File: config.mk
export PLATFORM = sky130hd
export DESIGN_NAME = dac_auto_update
export DESIGN_NICKNAME = d
export VERILOG_FILES = /design/src/common/dac_pkg.sv /design/src/common/spi_tick_if.sv /design/src/dac_spi/frame_shifter.sv /design/src/dac_spi/spi_clock_gen.sv /design/src/dac_spi/word_store.sv /design/src/dac_spi/xfer_ctrl.sv /design/src/source/dac_auto_update.sv
export VERILOG_INCLUDE_DIRS = /design/src /design/src/common
export SDC_FILE = /design/constraint.sdc
export NUM_CORES = 1
export LEC_CHECK = 0
export BUFFER_PORTS_ARGS = -buffer_cell sky130_fd_sc_hd__buf_2
export CORE_MARGIN = 4
export CORE_UTILIZATION = 41
export CTS_CLUSTER_DIAMETER = 80
export DETAILED_ROUTE_END_ITERATION = 8
export GPL_TIMING_DRIVEN = 0
export MAX_ROUTING_LAYER = met4
export PLACE_DENSITY_LB_ADDON = 0.15
export SLEW_MARGIN = 15
export SYNTH_ARGS = -nofsm -noshare
export SYNTH_HDL_FRONTEND = slang
export SYNTH_SLANG_ARGS = --single-unit
File: constraint.sdc
create_clock -name clk -period 1.7 [get_ports clk]
set_input_delay 0.17 -clock clk [delete_from_list [all_inputs] [get_ports clk]]
set_output_delay 0.17 -clock clk [all_outputs]
set_load 0.03 [all_outputs]
File: src/common/dac_defs.svh
// sizes assume a 16-bit AD5662-style part; divider width sets sclk to clk/2**width
`ifndef DAC_DEFS_SVH
`define DAC_DEFS_SVH

// 4 bits -> one sclk period per 16 system clocks
`define DAC_DIV_W 4

// pad + mode + data
`define DAC_FRAME_BITS 24

// midscale code, matches the value the DAC powers up near
`define DAC_RESET_DATA 16'd32767

`endif

File: src/common/dac_pkg.sv
// frame layout assumes the AD5662 24-bit word; pad bits must be zero when loaded
package dac_pkg;

  `include "dac_defs.svh"

  // power-down control bits, DB17:DB16 of the DAC frame
  typedef enum logic [1:0] {
    pd_normal   = 2'b00,  // normal operation
    pd_1k_gnd   = 2'b01,  // output 1 k to ground
    pd_100k_gnd = 2'b10,  // output 100 k to ground
    pd_tristate = 2'b11   // output three-state
  } pd_mode_e;

  typedef struct packed {
    logic [5:0]  pad;   // don't-care bits, sent as zero
    pd_mode_e    pd;
    logic [15:0] data;  // DAC code, msb first on the wire
  } dac_fields_t;

  // one frame word, loaded by field and shifted as a plain vector
  typedef union packed {
    logic [`DAC_FRAME_BITS-1:0] raw;
    dac_fields_t                f;
  } dac_frame_t;

  // transfer sequencer count, advanced once per serial period
  typedef logic [4:0] xfer_state_t;

  localparam xfer_state_t st_ready    = 5'd0;   // idle, waiting for a change
  localparam xfer_state_t st_capture  = 5'd1;   // live inputs copied into the store
  localparam xfer_state_t st_sync_hi  = 5'd2;   // sync pulse, shifter loaded
  localparam xfer_state_t st_sync_end = 5'd27;  // last bit done, sync back high

endpackage

File: src/common/spi_tick_if.sv
// plain strobes and levels only, no handshake; sena and hena are one-clock pulses
`timescale 1ns/10ps

interface spi_tick_if;

  logic run;      // divider enable, from the sequencer
  logic sclk_go;  // sclk allowed to toggle
  logic sena;     // full-count strobe, state step and sclk rise
  logic hena;     // half-count strobe, sclk fall

  modport gen (
    input  run,
    input  sclk_go,
    output sena,
    output hena
  );

  modport ctrl (
    output run,
    output sclk_go,
    input  sena
  );

  modport shift (
    input sena
  );

endinterface

File: src/dac_spi/frame_shifter.sv
// msb first, zero fill; mosi lags the register top bit by one sena period
`timescale 1ns/10ps

module frame_shifter
  import dac_pkg::*;
(
  input  logic       clk,
  input  logic       rst,
  spi_tick_if.shift  tick,
  input  logic       load,
  input  dac_frame_t stored,
  output logic       mosi
);

  dac_frame_t shift_q;

  always_ff @(posedge clk) begin
    if (rst) begin
      shift_q.raw <= '0;
      mosi        <= 1'b0;
    end else if (tick.sena) begin
      mosi <= shift_q.raw[`DAC_FRAME_BITS-1];  // old top bit out
      if (load) begin
        shift_q.f.pad  <= stored.f.pad;
        shift_q.f.pd   <= stored.f.pd;
        shift_q.f.data <= stored.f.data;
      end else begin
        // empty after a frame, so mosi idles low
        shift_q.raw <= {shift_q.raw[`DAC_FRAME_BITS-2:0], 1'b0};
      end
    end
  end

endmodule

File: src/dac_spi/spi_clock_gen.sv
// divider phase is not cleared between frames, so sclk start phase varies per frame
`timescale 1ns/10ps

module spi_clock_gen (
  input  logic       clk,
  input  logic       rst,
  spi_tick_if.gen    tick,
  output logic       sclk
);

  localparam logic [`DAC_DIV_W-1:0] cnt_full = '1;  // last count of a period
  localparam logic [`DAC_DIV_W-1:0] cnt_half = 1'b1 << (`DAC_DIV_W - 1);

  logic [`DAC_DIV_W-1:0] cnt_q;
  logic                  full;
  logic                  half;

  assign full = (cnt_q == cnt_full);
  assign half = (cnt_q == cnt_half);

  // free-running only while a frame is pending or in flight
  always_ff @(posedge clk) begin
    if (rst) begin
      cnt_q <= '0;
    end else if (tick.run) begin
      cnt_q <= cnt_q + 1'b1;
    end
  end

  // strobes lag the count by one clock; gated so a parked count at full
  // cannot fire a pulse every clock
  always_ff @(posedge clk) begin
    if (rst) begin
      tick.sena <= 1'b0;
      tick.hena <= 1'b0;
    end else begin
      tick.sena <= tick.run & full;
      tick.hena <= tick.run & half;
    end
  end

  // sclk idles high, falls mid-period, rises with the state step
  always_ff @(posedge clk) begin
    if (rst) begin
      sclk <= 1'b1;
    end else if (!tick.sclk_go) begin
      sclk <= 1'b1;                 // parked high outside the data bits
    end else if (tick.hena) begin
      sclk <= 1'b0;                 // DAC samples mosi here
    end else if (tick.sena) begin
      sclk <= 1'b1;
    end
  end

endmodule

File: src/dac_spi/word_store.sv
// holds the last programmed value; inputs taken only on capture, not queued
`timescale 1ns/10ps

module word_store
  import dac_pkg::*;
(
  input  logic        clk,
  input  logic        rst,
  input  logic [15:0] dat,
  input  pd_mode_e    pd,
  input  logic        capture,
  output logic        changed,
  output dac_frame_t  stored
);

  logic [15:0] data_q;  // copy of what the DAC holds
  pd_mode_e    pd_q;

  // reset value mirrors the DAC so nothing is sent for midscale/normal
  always_ff @(posedge clk) begin
    if (rst) begin
      data_q <= `DAC_RESET_DATA;
      pd_q   <= pd_normal;
    end else if (capture) begin
      data_q <= dat;
      pd_q   <= pd;
    end
  end

  assign changed = (dat != data_q) | (pd != pd_q);  // live level, no edge detect

  always_comb begin
    stored        = '0;  // pad bits stay zero
    stored.f.pd   = pd_q;
    stored.f.data = data_q;
  end

endmodule

File: src/dac_spi/xfer_ctrl.sv
// one frame is 28 sena steps; input changes seen only in st_ready are acted on
`timescale 1ns/10ps

module xfer_ctrl
  import dac_pkg::*;
(
  input  logic       clk,
  input  logic       rst,
  spi_tick_if.ctrl   tick,
  input  logic       changed,
  output logic       capture,
  output logic       load,
  output logic       sync_n
);

  xfer_state_t state_q;
  xfer_state_t state_nxt;
  logic        sclk_go_q;

  always_comb begin
    case (state_q)
      st_ready:    state_nxt = changed ? st_capture : st_ready;  // hold until new data
      st_sync_end: state_nxt = st_ready;
      default:     state_nxt = xfer_state_t'(state_q + 1'b1);
    endcase
  end

  always_ff @(posedge clk) begin
    if (rst) begin
      state_q <= st_ready;
    end else if (tick.sena) begin
      state_q <= state_nxt;
    end
  end

  // sync_n is kept high for one period after st_sync_end, so the divider
  // has to keep running until the sena that drops it again
  assign tick.run = changed | (state_q != st_ready) | sync_n;

  assign capture = tick.sena & (state_q == st_capture);  // store takes dat/pd
  assign load    = tick.sena & (state_q == st_sync_hi);  // shifter takes the frame

  // high period before the frame and after the last bit, low otherwise
  always_ff @(posedge clk) begin
    if (rst) begin
      sync_n <= 1'b0;               // low when idle, saves power in the DAC
    end else if (tick.sena) begin
      sync_n <= (state_q == st_sync_hi) | (state_q == st_sync_end);
    end
  end

  // sampled on sena so it covers the periods after st_sync_hi+1 through
  // st_sync_end, giving exactly 24 falling sclk edges while sync_n is low
  always_ff @(posedge clk) begin
    if (rst) begin
      sclk_go_q <= 1'b0;
    end else if (tick.sena) begin
      sclk_go_q <= (state_q > st_sync_hi) & (state_q < st_sync_end);
    end
  end

  assign tick.sclk_go = sclk_go_q;

endmodule

File: src/source/dac_auto_update.sv
// dat/pd are plain levels; changes arriving mid-frame are dropped until idle
`timescale 1ns/10ps

module dac_auto_update
  import dac_pkg::*;
(
  input  logic        clk,
  input  logic        rst,
  input  logic [15:0] dat,
  input  logic [1:0]  pd,
  output logic        sclk,
  output logic        mosi,
  output logic        sync_n
);

  logic       changed;  // store differs from inputs
  logic       capture;
  logic       load;
  dac_frame_t stored;

  spi_tick_if tick ();  // divider strobes and run request

  spi_clock_gen i_spi_clock_gen (
    .clk  (clk),
    .rst  (rst),
    .tick (tick.gen),
    .sclk (sclk)
  );

  xfer_ctrl i_xfer_ctrl (
    .clk     (clk),
    .rst     (rst),
    .tick    (tick.ctrl),
    .changed (changed),
    .capture (capture),
    .load    (load),
    .sync_n  (sync_n)
  );

  word_store i_word_store (
    .clk     (clk),
    .rst     (rst),
    .dat     (dat),
    .pd      (pd_mode_e'(pd)),  // all four codes are valid modes
    .capture (capture),
    .changed (changed),
    .stored  (stored)
  );

  frame_shifter i_frame_shifter (
    .clk    (clk),
    .rst    (rst),
    .tick   (tick.shift),
    .load   (load),
    .stored (stored),
    .mosi   (mosi)
  );

endmodule

==> impl_metrics.json <==
{
  "n_antenna_cell": 0,
  "crit_path_start_kind": "flip-flop",
  "synth-compound-area-share": 0.148,
  "coreArea_mm2": 0.00599,
  "max-clock-path-buffers": 2,
  "antenna_found_initial": 0,
  "rows": 28,
  "synth_cells": 287,
  "dp_slack_ns": -0.272,
  "yosysUniqueCellTypes": 44,
  "cts-htree-levels": 3,
  "rsz0062_at_grt": "yes",
  "synth-simple-area-share": 0.273,
  "place_area_mm2": 0.00277,
  "worst_pin_slew_ns": 0.501,
  "synth_xor_area_frac": 0.0578,
  "endpoint_kind": "flip-flop",
  "track_usage": 0.177,
  "hold_class": "in -> reg",
  "drt_iter0_drc": 148,
  "power_density_mw_per_mm2": 828,
  "drive_above_1_share": 0.259,
  "tritoncts": "built",
  "wl_um": 6020,
  "area_growth_pct": 23.2,
  "reg2reg_to": "i_spi_clock_gen.cnt_q[3]$_SDFFE_PP0P_",
  "synthArstFlopShare": 0,
  "grt-ovfl-total": 0,
  "fin_setup_tns_ns": 0,
  "worst-endpoint-arrival_ns": 1.96,
  "grt_pass1_wl_um": 10200,
  "synthAdderAreaFrac": 0.0292,
  "vdd_drop_max_mv": 0.510,
  "postLayoutSetupSlackWorst_ns": 0.00873,
  "max_slew_margin": 0.666,
  "ys_ff_latch": 57,
  "cts_num_sinks": 57,
  "ant_nets": 0,
  "drc": 0,
  "power_mw": 2.63,
  "dp_hpwl_um": 4200,
  "synth-edff-count": 0,
  "wl_per_cell_um": 14.8,
  "synth_top_area_frac": 0.443,
  "clockRootBuffer": "clkbuf_8",
  "worstPathCellList": "xor2_1, nor4_4, nand3_2, or4_1, nand4_1",
  "synth_top_family_by_area": "simple AND/OR/NAND/NOR gates",
  "crit_start": "i_word_store.data_q[14]$_SDFFE_PP1P_",
  "final-hold-violation-count": 0,
  "skew_ns": 0.00951,
  "cp_max_fo": 3,
  "die_width_um": 87.3,
  "via_per_inst": 5.49,
  "synth_area_mm2": 0.00257,
  "drt_first_pass_iters": 5,
  "fin_crit_ns": 1.69,
  "min_delay_worst_endpoint": "i_word_store.data_q[14]$_SDFFE_PP1P_",
  "synth.avg_cell_area_um2": 8.97,
  "start_util": 0.430,
  "dieHeight_um": 87.3,
  "yosys_warnings": 0,
  "fin_util": 0.530,
  "period_share": 0.995,
  "cts_buffers": 9,
  "synth.area.mux_share": 0.00777,
  "hold_depth": 3,
  "min_from": "dat[14]",
  "ys_seq_area_frac": 0.443,
  "crit_type": "reg -> reg",
  "syn_nets": 313,
  "slew_viol_final": 0,
  "synth-main-ff-cell": "dfxtp_1",
  "io_buffer_count": 21,
  "setup_viol": 0,
  "ios": 23,
  "maxCapViolCount": 0,
  "grt_pass1_vias": 2178,
  "synthTopCellsByArea": "dfxtp_1 44%, a222oi_1 6.6%, nand2_1 6.4%",
  "grt_max_degree": 11,
  "r2r_slack_ns": 0.009,
  "rr_startpoint": "i_word_store.data_q[14]$_SDFFE_PP1P_",
  "dieArea_mm2": 0.00761,
  "clkTransAtPathRegs_ns": 0.07,
  "synth_common_cells": "57 x dfxtp_1, 44 x nand2_1, 34 x nor2_1",
  "rr_worst_depth": 5,
  "yosysTopAreaCell": "dfxtp_1",
  "gp_congestion": 0.801,
  "clkLatencyLatePin_ns": 0.32,
  "final_cell_area_mm2": 0.00317,
  "slowest_delay_ns": 0.52,
  "cp.required_ns": 1.97,
  "vias": 2234,
  "cpMaxStageDelayCell": "or4_1",
  "p_leak_nw": 1.25,
  "final_nets": 354,
  "status": "finished, final reports clean",
  "synth_most_common_cell": "dfxtp_1",
  "fmax_mhz": 591
}
[cells in the final DEF (no fill, tap or decap), types with 3 or more instances in the layout]
cell type	count
buf_2	21
nor3_1	3
buf_6	3
or2b_2	3
buf_4	13
nand2_1	43
nand3b_1	15
a22oi_1	7
dfxtp_1	48
dfxtp_2	7
inv_1	5
xor2_1	17
a222oi_1	17
clkbuf_1	9
a21oi_1	8
clkbuf_8	12
nand4_1	4
nor2b_1	6
and3_1	3
ha_1	4
nor2_1	34
[cell type report]
cell class,instances,area [µm²]
Clock inverter,2,12.5
Sequential cell,57,1160
Multi-Input combinational cell,204,1430
Inverter,8,30.0
Timing Repair Buffer,31,180
Tap cell,75,93.8
Fill cell,588,2820
Buffer,17,104
Clock buffer,13,169
[kinds of logic (layout without fill, tap and decap cells)]
| logic type | count (synthesis) | in the layout |
|---|---|---|
| and+or+nand+nor | 132 | 132 |
| buffers and inverters | 26 | 71 |
| AOI/OAI and AO/OA | 47 | 47 |
| DFF | 57 | 57 |
| xor gates and xnor gates | 17 | 17 |
| muxes | 2 | 2 |
| adders and majority gates | 6 | 6 |
[worst max path at each step]
stage | endpoint | slack, ns
after floorplan | i_spi_clock_gen.cnt_q[3]$_SDFFE_PP0P_ | 0.08
after global placement | i_spi_clock_gen.cnt_q[3]$_SDFFE_PP0P_ | -0.27
after detailed placement | i_spi_clock_gen.cnt_q[3]$_SDFFE_PP0P_ | -0.27
after CTS | i_spi_clock_gen.cnt_q[3]$_SDFFE_PP0P_ | -0.03
after global routing | i_spi_clock_gen.cnt_q[3]$_SDFFE_PP0P_ | -0.05
final | i_spi_clock_gen.cnt_q[3]$_SDFFE_PP0P_ | 0.009
[state kept, by name, indices dropped and copies added (netlist names)]
name,flops
i_word_store.pd_q,2
i_word_store.data_q,16
i_xfer_ctrl.tick.sclk_go,1
i_spi_clock_gen.sclk,1
i_spi_clock_gen.cnt_q,4
i_spi_clock_gen.tick.hena,1
i_xfer_ctrl.sync_n,1
i_xfer_ctrl.state_q,5
i_spi_clock_gen.tick.sena,1
i_frame_shifter.mosi,1
i_frame_shifter.shift_q,24
[power breakdown]
group | switching, mW | total [mW] | leakage, nW | internal [mW]
combinational | 0.0724 | 0.126 | 0.697 | 0.0538
sequential | 0.00858 | 1.35 | 0.461 | 1.34
clock | 0.513 | 1.15 | 0.0915 | 0.639
total | 0.594 | 2.63 | 1.25 | 2.03
[timing repair]
action / in CTS / in global routing
cloned: 0 / 0
buffers inserted: 6 / 4
hold buffers: 0 / 0
endpoints found under the setup margin: 37 / 30
pin swaps: 6 / 11
resized for setup: 11 / 39
[critical path: cells and delay by family, from the launching register on]
kind | cells | cell delay, ns
DFF | 1 | 0.35
and+or+nand+nor | 4 | 1.10
xor gates and xnor gates | 1 | 0.19
[routing by layer]
layer	share of wire	vias up	track usage
met5	0	-	-
met4	0.014	0	0.0725
met3	0.045	8	0.0350
met2	0.45	51	0.262
met1	0.49	1065	0.237
li1	-	1110	-
[per-stage QoR]
stage          hold WS (ns)  cells
2_1_floorplan         0.294    287
3_3_place_gp          0.405    383
3_5_place_dp          0.411    383
4_1_cts              0.0693    404
5_1_grt              0.0972    407
6_report             0.0836    407
No activity file was read; power rests on OpenSTA's default activity.
